[src/logic/video_geom_pkg.sv]
package video_geom_pkg;

   localparam int COLS_DEF = 16;  // Characters per text row
   localparam int ROWS_DEF = 4;   // Text rows per frame

   // The font address is {code, scan}, so the glyph height must stay a power of two
   localparam int GLYPH_H  = 8;
   localparam int SCAN_W   = 3;

   localparam int CODE_W   = 8;   // One character code per text memory byte
   localparam int PIX_W    = 8;   // One font byte covers the 8 pixels of a cell

endpackage

[src/logic/mem_map_pkg.sv]
package mem_map_pkg;

   localparam int TEXT_AW = 12;

   // Font byte for a glyph line sits at {code, scan}
   localparam int FONT_AW = video_geom_pkg::CODE_W + video_geom_pkg::SCAN_W;

   localparam logic [TEXT_AW-1:0] TEXT_BASE_DEF = 12'h400;  // First character of the screen

endpackage

[src/logic/line_sequencer.sv]
module line_sequencer #(
   parameter int ROWS = video_geom_pkg::ROWS_DEF
) (
   input  logic                              sys_clk,
   input  logic                              arst_n,
   input  logic                              scale,
   input  logic                              fetch_done,
   input  logic                              render_done,
   input  logic                              half_free,
   output logic                              fetch_start,
   output logic                              render_start,
   output logic                              render_half,
   output logic                              fill_done,
   output logic                              fill_half,
   output logic                              frame_scale,
   output logic [video_geom_pkg::SCAN_W-1:0] render_scan
);
   import video_geom_pkg::*;

   localparam int ROW_W = (ROWS > 1) ? $clog2(ROWS) : 1;

   typedef enum logic [1:0] {SQ_IDLE, SQ_FETCH, SQ_RENDER} sq_state_t;

   sq_state_t         state;
   logic [ROW_W-1:0]  row_q;
   logic [SCAN_W-1:0] scan_q;
   logic              next_half;  // Half that the next render fills
   logic              out_half;   // Oldest half still held by scanout
   logic [1:0]        scan_own;

   assign render_half = next_half;
   assign render_scan = scan_q;

   always_ff @(posedge sys_clk or negedge arst_n) begin
      if (!arst_n) begin
         state        <= SQ_IDLE;
         row_q        <= '0;
         scan_q       <= '0;
         next_half    <= 1'b0;
         out_half     <= 1'b0;
         scan_own     <= 2'b00;
         fetch_start  <= 1'b0;
         render_start <= 1'b0;
         fill_done    <= 1'b0;
         fill_half    <= 1'b0;
         frame_scale  <= 1'b0;
      end else begin
         fetch_start  <= 1'b0;
         render_start <= 1'b0;
         fill_done    <= 1'b0;

         // Halves leave scanout in the order they were filled
         if (half_free) begin
            scan_own[out_half] <= 1'b0;
            out_half           <= ~out_half;
         end

         case (state)
            SQ_IDLE: begin
               if (!scan_own[next_half]) begin
                  if (scan_q == '0) begin
                     fetch_start <= 1'b1;
                     state       <= SQ_FETCH;
                     if (row_q == '0) begin
                        frame_scale <= scale;  // Scale is fixed for the whole frame
                     end
                  end else begin
                     render_start <= 1'b1;
                     state        <= SQ_RENDER;
                  end
               end
            end
            SQ_FETCH: begin
               if (fetch_done) begin
                  render_start <= 1'b1;
                  state        <= SQ_RENDER;
               end
            end
            SQ_RENDER: begin
               if (render_done) begin
                  fill_done           <= 1'b1;
                  fill_half           <= next_half;
                  scan_own[next_half] <= 1'b1;
                  next_half           <= ~next_half;
                  state               <= SQ_IDLE;
                  if (scan_q == SCAN_W'(GLYPH_H - 1)) begin
                     scan_q <= '0;
                     row_q  <= (row_q == ROW_W'(ROWS - 1)) ? '0 : row_q + 1'b1;
                  end else begin
                     scan_q <= scan_q + 1'b1;
                  end
               end
            end
            default: state <= SQ_IDLE;
         endcase
      end
   end

   // The renderer must never overwrite a line that is still being scanned out
   a_render_half_free : assert property (@(posedge sys_clk) disable iff (!arst_n)
      render_start |-> !scan_own[render_half]);

endmodule

[src/logic/text_fetch.sv]
module text_fetch #(
   parameter int                                COLS      = video_geom_pkg::COLS_DEF,
   parameter int                                ROWS      = video_geom_pkg::ROWS_DEF,
   parameter logic [mem_map_pkg::TEXT_AW-1:0]   TEXT_BASE = mem_map_pkg::TEXT_BASE_DEF,
   localparam int                               COL_W     = (COLS > 1) ? $clog2(COLS) : 1
) (
   input  logic                              sys_clk,
   input  logic                              arst_n,
   input  logic                              fetch_start,
   input  logic                              text_ack,
   input  logic [video_geom_pkg::CODE_W-1:0] text_data,
   input  logic [COL_W-1:0]                  code_idx,
   output logic                              fetch_done,
   output logic                              text_req,
   output logic [mem_map_pkg::TEXT_AW-1:0]   text_addr,
   output logic [video_geom_pkg::CODE_W-1:0] code
);
   import video_geom_pkg::*;
   import mem_map_pkg::*;

   // Last character of the screen, the address wraps back to the base after it
   localparam logic [TEXT_AW-1:0] TEXT_LAST = TEXT_AW'(TEXT_BASE + ROWS * COLS - 1);

   typedef enum logic [1:0] {TF_IDLE, TF_REQ, TF_GAP} tf_state_t;

   tf_state_t         state;
   logic [COL_W-1:0]  col_q;
   logic [CODE_W-1:0] row_codes [COLS];

   always_ff @(posedge sys_clk or negedge arst_n) begin
      if (!arst_n) begin
         state      <= TF_IDLE;
         col_q      <= '0;
         text_req   <= 1'b0;
         fetch_done <= 1'b0;
         text_addr  <= TEXT_BASE;
      end else begin
         fetch_done <= 1'b0;
         case (state)
            TF_IDLE: begin
               if (fetch_start) begin
                  col_q    <= '0;
                  text_req <= 1'b1;
                  state    <= TF_REQ;
               end
            end
            TF_REQ: begin
               if (text_ack) begin
                  text_req  <= 1'b0;  // One idle cycle between requests
                  text_addr <= (text_addr == TEXT_LAST) ? TEXT_BASE : text_addr + 1'b1;
                  if (col_q == COL_W'(COLS - 1)) begin
                     fetch_done <= 1'b1;
                     state      <= TF_IDLE;
                  end else begin
                     col_q <= col_q + 1'b1;
                     state <= TF_GAP;
                  end
               end
            end
            TF_GAP: begin
               text_req <= 1'b1;
               state    <= TF_REQ;
            end
            default: state <= TF_IDLE;
         endcase
      end
   end

   always_ff @(posedge sys_clk) begin
      if (state == TF_REQ && text_ack) begin
         row_codes[col_q] <= text_data;
      end
   end

   assign code = row_codes[code_idx];  // Renderer reads the row without a wait state

   a_text_req_hold : assert property (@(posedge sys_clk) disable iff (!arst_n)
      text_req && !text_ack |=> text_req && $stable(text_addr));

endmodule

[src/logic/glyph_render.sv]
module glyph_render #(
   parameter int  COLS  = video_geom_pkg::COLS_DEF,
   localparam int COL_W = (COLS > 1) ? $clog2(COLS) : 1
) (
   input  logic                              sys_clk,
   input  logic                              arst_n,
   input  logic                              render_start,
   input  logic                              render_half,
   input  logic                              font_ack,
   input  logic [video_geom_pkg::SCAN_W-1:0] render_scan,
   input  logic [video_geom_pkg::CODE_W-1:0] code,
   input  logic [video_geom_pkg::PIX_W-1:0]  font_data,
   output logic                              render_done,
   output logic                              font_req,
   output logic                              wr_en,
   output logic [COL_W-1:0]                  code_idx,
   output logic [mem_map_pkg::FONT_AW-1:0]   font_addr,
   output logic [COL_W:0]                    wr_addr,
   output logic [video_geom_pkg::PIX_W-1:0]  wr_bits
);
   import video_geom_pkg::*;

   typedef enum logic [1:0] {GR_IDLE, GR_ADDR, GR_WAIT} gr_state_t;

   gr_state_t         state;
   logic [COL_W-1:0]  col_q;
   logic              half_q;
   logic [SCAN_W-1:0] scan_q;

   assign code_idx = col_q;

   always_ff @(posedge sys_clk or negedge arst_n) begin
      if (!arst_n) begin
         state       <= GR_IDLE;
         col_q       <= '0;
         font_req    <= 1'b0;
         wr_en       <= 1'b0;
         render_done <= 1'b0;
      end else begin
         wr_en       <= 1'b0;
         render_done <= 1'b0;
         case (state)
            GR_IDLE: begin
               if (render_start) begin
                  col_q <= '0;
                  state <= GR_ADDR;
               end
            end
            GR_ADDR: begin
               font_req <= 1'b1;  // Address is loaded in the same cycle
               state    <= GR_WAIT;
            end
            GR_WAIT: begin
               if (font_ack) begin
                  font_req <= 1'b0;
                  wr_en    <= 1'b1;
                  if (col_q == COL_W'(COLS - 1)) begin
                     render_done <= 1'b1;  // Lands with the last write
                     state       <= GR_IDLE;
                  end else begin
                     col_q <= col_q + 1'b1;
                     state <= GR_ADDR;
                  end
               end
            end
            default: state <= GR_IDLE;
         endcase
      end
   end

   always_ff @(posedge sys_clk) begin
      if (state == GR_IDLE && render_start) begin
         half_q <= render_half;
         scan_q <= render_scan;
      end
      if (state == GR_ADDR) begin
         font_addr <= {code, scan_q};
      end
      if (state == GR_WAIT && font_ack) begin
         wr_addr <= {half_q, col_q};
         wr_bits <= font_data;
      end
   end

   a_font_req_hold : assert property (@(posedge sys_clk) disable iff (!arst_n)
      font_req && !font_ack |=> font_req && $stable(font_addr));

endmodule

[src/logic/line_buffer.sv]
module line_buffer #(
   parameter int  COLS  = video_geom_pkg::COLS_DEF,
   parameter int  ROWS  = video_geom_pkg::ROWS_DEF,
   localparam int COL_W = (COLS > 1) ? $clog2(COLS) : 1
) (
   input  logic                             sys_clk,
   input  logic                             arst_n,
   input  logic                             wr_en,
   input  logic [COL_W:0]                   wr_addr,
   input  logic [video_geom_pkg::PIX_W-1:0] wr_bits,
   input  logic                             fill_done,
   input  logic                             fill_half,
   input  logic                             frame_scale,
   input  logic                             pix_ready,
   output logic                             half_free,
   output logic                             pix_valid,
   output logic                             pix_sol,
   output logic                             pix_sof,
   output logic [video_geom_pkg::PIX_W-1:0] pix_bits
);
   import video_geom_pkg::*;

   localparam int LINES  = ROWS * GLYPH_H;
   localparam int LINE_W = $clog2(LINES);

   logic [PIX_W-1:0]  line_mem [2][COLS];
   logic [1:0]        filled;
   logic [1:0]        half_scale;  // Scale mode of the frame each half belongs to
   logic              rd_half;
   logic              rep_q;       // Second play of a doubled line
   logic [COL_W-1:0]  rd_col;
   logic [LINE_W-1:0] line_q;
   logic              xfer;

   always_ff @(posedge sys_clk) begin
      if (wr_en) begin
         line_mem[wr_addr[COL_W]][wr_addr[COL_W-1:0]] <= wr_bits;
      end
   end

   assign pix_valid = filled[rd_half];
   assign pix_bits  = line_mem[rd_half][rd_col];
   assign pix_sol   = (rd_col == '0);
   assign pix_sof   = pix_sol && !rep_q && (line_q == '0);
   assign xfer      = pix_valid && pix_ready;

   always_ff @(posedge sys_clk or negedge arst_n) begin
      if (!arst_n) begin
         filled     <= 2'b00;
         half_scale <= 2'b00;
         rd_half    <= 1'b0;
         rep_q      <= 1'b0;
         rd_col     <= '0;
         line_q     <= '0;
         half_free  <= 1'b0;
      end else begin
         half_free <= 1'b0;
         if (fill_done) begin
            filled[fill_half]     <= 1'b1;
            half_scale[fill_half] <= frame_scale;
         end
         if (xfer) begin
            if (rd_col == COL_W'(COLS - 1)) begin
               rd_col <= '0;
               if (half_scale[rd_half] && !rep_q) begin
                  rep_q <= 1'b1;  // Play the same half once more
               end else begin
                  rep_q           <= 1'b0;
                  filled[rd_half] <= 1'b0;
                  half_free       <= 1'b1;
                  rd_half         <= ~rd_half;
                  line_q          <= (line_q == LINE_W'(LINES - 1)) ? '0 : line_q + 1'b1;
               end
            end else begin
               rd_col <= rd_col + 1'b1;
            end
         end
      end
   end

   a_pix_hold : assert property (@(posedge sys_clk) disable iff (!arst_n)
      pix_valid && !pix_ready |=> pix_valid && $stable(pix_bits) && $stable(pix_sof));

endmodule

[src/logic/text_display.sv]
module text_display #(
   parameter int                              COLS      = video_geom_pkg::COLS_DEF,
   parameter int                              ROWS      = video_geom_pkg::ROWS_DEF,
   parameter logic [mem_map_pkg::TEXT_AW-1:0] TEXT_BASE = mem_map_pkg::TEXT_BASE_DEF
) (
   input  logic                              sys_clk,
   input  logic                              arst_n,
   input  logic                              scale,
   output logic [mem_map_pkg::TEXT_AW-1:0]   text_addr,
   output logic                              text_req,
   input  logic [video_geom_pkg::CODE_W-1:0] text_data,
   input  logic                              text_ack,
   output logic [mem_map_pkg::FONT_AW-1:0]   font_addr,
   output logic                              font_req,
   input  logic [video_geom_pkg::PIX_W-1:0]  font_data,
   input  logic                              font_ack,
   output logic                              pix_valid,
   output logic [video_geom_pkg::PIX_W-1:0]  pix_bits,
   output logic                              pix_sol,
   output logic                              pix_sof,
   input  logic                              pix_ready
);
   import video_geom_pkg::*;

   localparam int COL_W = (COLS > 1) ? $clog2(COLS) : 1;

   logic              fetch_start;
   logic              fetch_done;
   logic              render_start;
   logic              render_done;
   logic              render_half;
   logic [SCAN_W-1:0] render_scan;
   logic              fill_done;
   logic              fill_half;
   logic              frame_scale;
   logic              half_free;
   logic [COL_W-1:0]  code_idx;
   logic [CODE_W-1:0] code;
   logic              wr_en;
   logic [COL_W:0]    wr_addr;   // {half, column}
   logic [PIX_W-1:0]  wr_bits;

   line_sequencer #(
      .ROWS (ROWS)
   ) u_line_sequencer (
      .sys_clk      (sys_clk),
      .arst_n       (arst_n),
      .scale        (scale),
      .fetch_done   (fetch_done),
      .render_done  (render_done),
      .half_free    (half_free),
      .fetch_start  (fetch_start),
      .render_start (render_start),
      .render_half  (render_half),
      .fill_done    (fill_done),
      .fill_half    (fill_half),
      .frame_scale  (frame_scale),
      .render_scan  (render_scan)
   );

   text_fetch #(
      .COLS      (COLS),
      .ROWS      (ROWS),
      .TEXT_BASE (TEXT_BASE)
   ) u_text_fetch (
      .sys_clk     (sys_clk),
      .arst_n      (arst_n),
      .fetch_start (fetch_start),
      .text_ack    (text_ack),
      .text_data   (text_data),
      .code_idx    (code_idx),
      .fetch_done  (fetch_done),
      .text_req    (text_req),
      .text_addr   (text_addr),
      .code        (code)
   );

   glyph_render #(
      .COLS (COLS)
   ) u_glyph_render (
      .sys_clk      (sys_clk),
      .arst_n       (arst_n),
      .render_start (render_start),
      .render_half  (render_half),
      .font_ack     (font_ack),
      .render_scan  (render_scan),
      .code         (code),
      .font_data    (font_data),
      .render_done  (render_done),
      .font_req     (font_req),
      .wr_en        (wr_en),
      .code_idx     (code_idx),
      .font_addr    (font_addr),
      .wr_addr      (wr_addr),
      .wr_bits      (wr_bits)
   );

   line_buffer #(
      .COLS (COLS),
      .ROWS (ROWS)
   ) u_line_buffer (
      .sys_clk     (sys_clk),
      .arst_n      (arst_n),
      .wr_en       (wr_en),
      .wr_addr     (wr_addr),
      .wr_bits     (wr_bits),
      .fill_done   (fill_done),
      .fill_half   (fill_half),
      .frame_scale (frame_scale),
      .pix_ready   (pix_ready),
      .half_free   (half_free),
      .pix_valid   (pix_valid),
      .pix_sol     (pix_sol),
      .pix_sof     (pix_sof),
      .pix_bits    (pix_bits)
   );

endmodule

[config.mk]
export PLATFORM = sky130hd
export DESIGN_NAME = text_display
export DESIGN_NICKNAME = d
export VERILOG_FILES = /design/src/logic/video_geom_pkg.sv /design/src/logic/mem_map_pkg.sv /design/src/logic/line_sequencer.sv /design/src/logic/text_fetch.sv /design/src/logic/glyph_render.sv /design/src/logic/line_buffer.sv /design/src/logic/text_display.sv
export SDC_FILE = /design/constraint.sdc
export NUM_CORES = 1
export LEC_CHECK = 0
export BUFFER_PORTS_ARGS = -buffer_cell sky130_fd_sc_hd__buf_2
export CAP_MARGIN = 20
export CORE_MARGIN = 4
export CORE_UTILIZATION = 35
export CTS_CLUSTER_DIAMETER = 200
export DETAILED_ROUTE_END_ITERATION = 16
export GPL_ROUTABILITY_DRIVEN = 1
export GPL_TIMING_DRIVEN = 0
export PLACE_DENSITY = 0.51
export SYNTH_ARGS = -nofsm -noshare
export SYNTH_HDL_FRONTEND = slang
export SYNTH_SLANG_ARGS = --single-unit
[constraint.sdc]
create_clock -name sys_clk -period 3.2 [get_ports sys_clk]
set_input_delay 0.48 -clock sys_clk [delete_from_list [all_inputs] [get_ports sys_clk]]
set_output_delay 0.48 -clock sys_clk [all_outputs]
set_load 0.005 [all_outputs]
==> metrics.cfg <==
[placed_design]
gp_congestion=0.7948
hpwlAfterDp_um=29000
portBuffers=57

[logic_synthesis]
syn_avg_cell_area_um2=17.87
yosys.area_share.simple_pct=5.905
synth_fp_nets=1092
yosys_warnings=0
synth_edf_count=412
synth_top_family_by_area=multiplexers
synth_cells=1054
async_reset_ff_share_pct=12.90
syn_area_um2=18840
muxShareOfSynthArea_pct=12.07
yosysSeqAreaShare_pct=73.79
synth_cell_types=58
synth_ff_type=edfxtp_1
synthXorXnorAreaFrac_pct=0.7440
ys_seq_elements=473
synth-compound-area-share_pct=4.564
synth_adder_area_share_pct=1.063

[worst_setup_path]
cp-start-kind=flop
startpoint=u_line_buffer.rd_half
cp_max_fo=10
crit_slowest_cell=mux4_1
critPathCaptureType=output pin
crit_chain=buf_12 > buf_12 > buf_12 > mux4_1 > a211oi_4 > a21oi_1 > buf_2
critical_path.max_stage_delay_ns=0.61
cp.required_ns=2.72
cpMostUsedCell=buf_12
rr_startpoint=u_glyph_render.code_idx[1]
worstSetupPathType=reg2out
arrival_ns=2.64

[drt]
drc=0
detail_route.first_pass.iterations=5
wl_per_cell_um=22.99
drt-total-wl_um=44160
via_count=9863
vias_per_cell=5.134
drt_iter0_markers=664
ant_nets=0

[sta]
finalSetupTns_ns=0
finalSetupViolCount=0
timing.final.crit_share_pct=97.39
fin_skew_ns=0.01262
hold_viol=0
fmax_mhz=320.9
rsz0062_at_grt=false
worst_pin_slew_ns=0.9981
period_needed_ns=3.116
slew_viol_final=0
slew_headroom_pct=33.21

[pwr]
ir_drop_v=0.0003679
leakagePower_nw=7.560
p_per_area_nw_per_um2=627.2

[grt]
grt_pass1_vias=9877
grt_antenna_before_repair=4
grt_max_degree=42
grt_pass1_wl_um=64820
met1_usage_pct=21.37
met3_usage_pct=3.086
grt-busiest-layer=met2
grt_usage_pct=15.15
grt-ovfl-total=0
grt.met2_usage_pct=24.23

[cells_and_area]
multi_input_area_um2=4788
final_cell_mix=edfxtp_1, mux2i_1, buf_2
post-route-util_pct=42.48
nets=1228
syn_to_final_growth_pct=19.48
num_antenna_cells=0
mostFrequentLayoutCell=edfxtp_1
drive_above_1_share_pct=23.44
fill_cells=4767
regArea_um2=13900

[floorplanning]
start_util_pct=35.56
die-area_um2=57590
fp.dieW_um=240.0
core_area_um2=52970
ios=58
die_y_um=240.0
core.rowCount=84

[outcome]
status=finished, final reports clean

[clocking]
cts_inserted_buffers=51
cts.sinks=473
cts_tree=yes
clk_pin_slew_ns=0.06
htreeDepth=2
clk_latency_ns=0.58
root_buffer=clkbuf_16
clk_path_buf_depth=3

[min_path]
hold_class=in2reg
holdCritStartpoint=font_data[3]

[run]
drv_cap=0

==> cell families after synthesis <==
family | after synthesis
mux | 148
flops | 473
buf+inv | 63
xor+xnor | 16
simple gates | 220
fa+ha+maj | 16
compound gates | 118
==> layout make-up <==
| type | instances | share of cell area (%) |
|---|---|---|
| Multi-Input combinational cell | 518 | 21.28 |
| Timing Repair Buffer | 83 | 2.919 |
| Sequential cell | 473 | 61.77 |
| Tap cell | 688 | 3.825 |
| Clock inverter | 40 | 2.508 |
| Clock buffer | 56 | 5.843 |
| Buffer | 45 | 1.557 |
| Inverter | 18 | 0.3002 |
==> path summary, 6_finish.rpt <==
path	end	slack, ns	depth (start not counted)
max in group asynchronous	u_line_buffer.rd_col[0]	2.29	3
min in group asynchronous	u_text_fetch.col_q[1]	0.36	2
worst min register to register	u_glyph_render.wr_addr[4]	0.42	0
worst min-delay path	u_glyph_render.wr_bits[3]	0.08	1
worst max-delay path	pix_bits[6]	0.08	7
worst max register to register	u_glyph_render.font_addr[9]	0.76	7
==> critical path: cells and delay by family, from the launching register on <==
family	cells	cell delay (ns)
multiplexers	1	0.61
flip-flops	1	0.37
AO/OA/AOI/OAI	2	0.44
buffers and inverters	4	0.63
==> Yosys cell counts, types with 6 or more instances <==
cell | instances | area (um2)
edfxtp_1 | 412 | 12370
mux2i_1 | 76 | 760.7
dfrtp_1 | 60 | 1501
nand2_1 | 52 | 195.2
nor2_1 | 50 | 187.7
mux4_2 | 45 | 1013
a22oi_1 | 22 | 165.2
o21ai_0 | 22 | 110.1
and2_1 | 20 | 125.1
clkbuf_1 | 20 | 75.07
a221oi_1 | 18 | 157.7
inv_1 | 18 | 67.56
nand3_1 | 17 | 85.08
ha_1 | 16 | 200.2
nor2b_1 | 15 | 93.84
mux2_2 | 14 | 157.7
buf_2 | 13 | 65.06
mux4_1 | 13 | 341.6
nand2b_1 | 12 | 75.07
nor3_1 | 11 | 55.05
xnor2_1 | 11 | 96.34
a21oi_1 | 10 | 50.05
and3_1 | 9 | 56.30
a211oi_1 | 8 | 60.06
nand4_1 | 8 | 50.05
a22o_1 | 7 | 61.31
buf_6 | 6 | 67.56
nor4_1 | 6 | 37.54
o22ai_1 | 6 | 37.54
==> flip-flops by register name, summed over array words and instances (netlist names), 5 cells and up <==
register / cells
u_line_buffer.line_q: 5
u_text_fetch.text_addr: 12
u_line_buffer.line_mem: 256
u_glyph_render.wr_addr: 5
u_glyph_render.font_addr: 11
u_glyph_render.wr_bits: 8
u_text_fetch.row_codes: 128
==> what timing repair did <==
item / CTS / global route
gates resized for setup: 36 / 24
endpoints found under the hold margin: 19 / 0
hold buffers: 1 / 0
setup buffers: 5 / 6
cloned: 1 / 1
pin swaps: 6 / 6
setup endpoints to repair: 9 / 9
==> stage by stage <==
step / cells / setup slack, ns / instance area [um2] / power [W] / hold WS, ns
2_1_floorplan: 1054 / 1.101 / 18840 / 0.007394 / 0.1844
3_3_place_gp: 1799 / -0.07396 / 19980 / 0.007682 / 0.4051
3_5_place_dp: 1806 / -0.06340 / 20110 / 0.007699 / 0.4090
4_1_cts: 1909 / 0.001664 / 22220 / 0.01428 / 0.03934
5_1_grt: 1921 / 0.003157 / 22500 / 0.01459 / 0.04951
6_report: 1921 / 0.08357 / 22500 / 0.01411 / 0.07645
==> layer usage <==
layer  share of wire (%)  wire length, um
met1                  45            19990
met2                  47            20910
met4                 2.2              952
met5                0.15               65
met3                 5.1             2246
==> where the power goes <==
group / leakage [nW] / switching [W] / internal (W)
sequential: 4.50 / 0.0000545 / 0.00675
combinational: 2.14 / 0.000440 / 0.000319
clock: 0.919 / 0.00245 / 0.00410
total: 7.56 / 0.00295 / 0.0112
No activity file was read; power rests on OpenSTA's default activity.
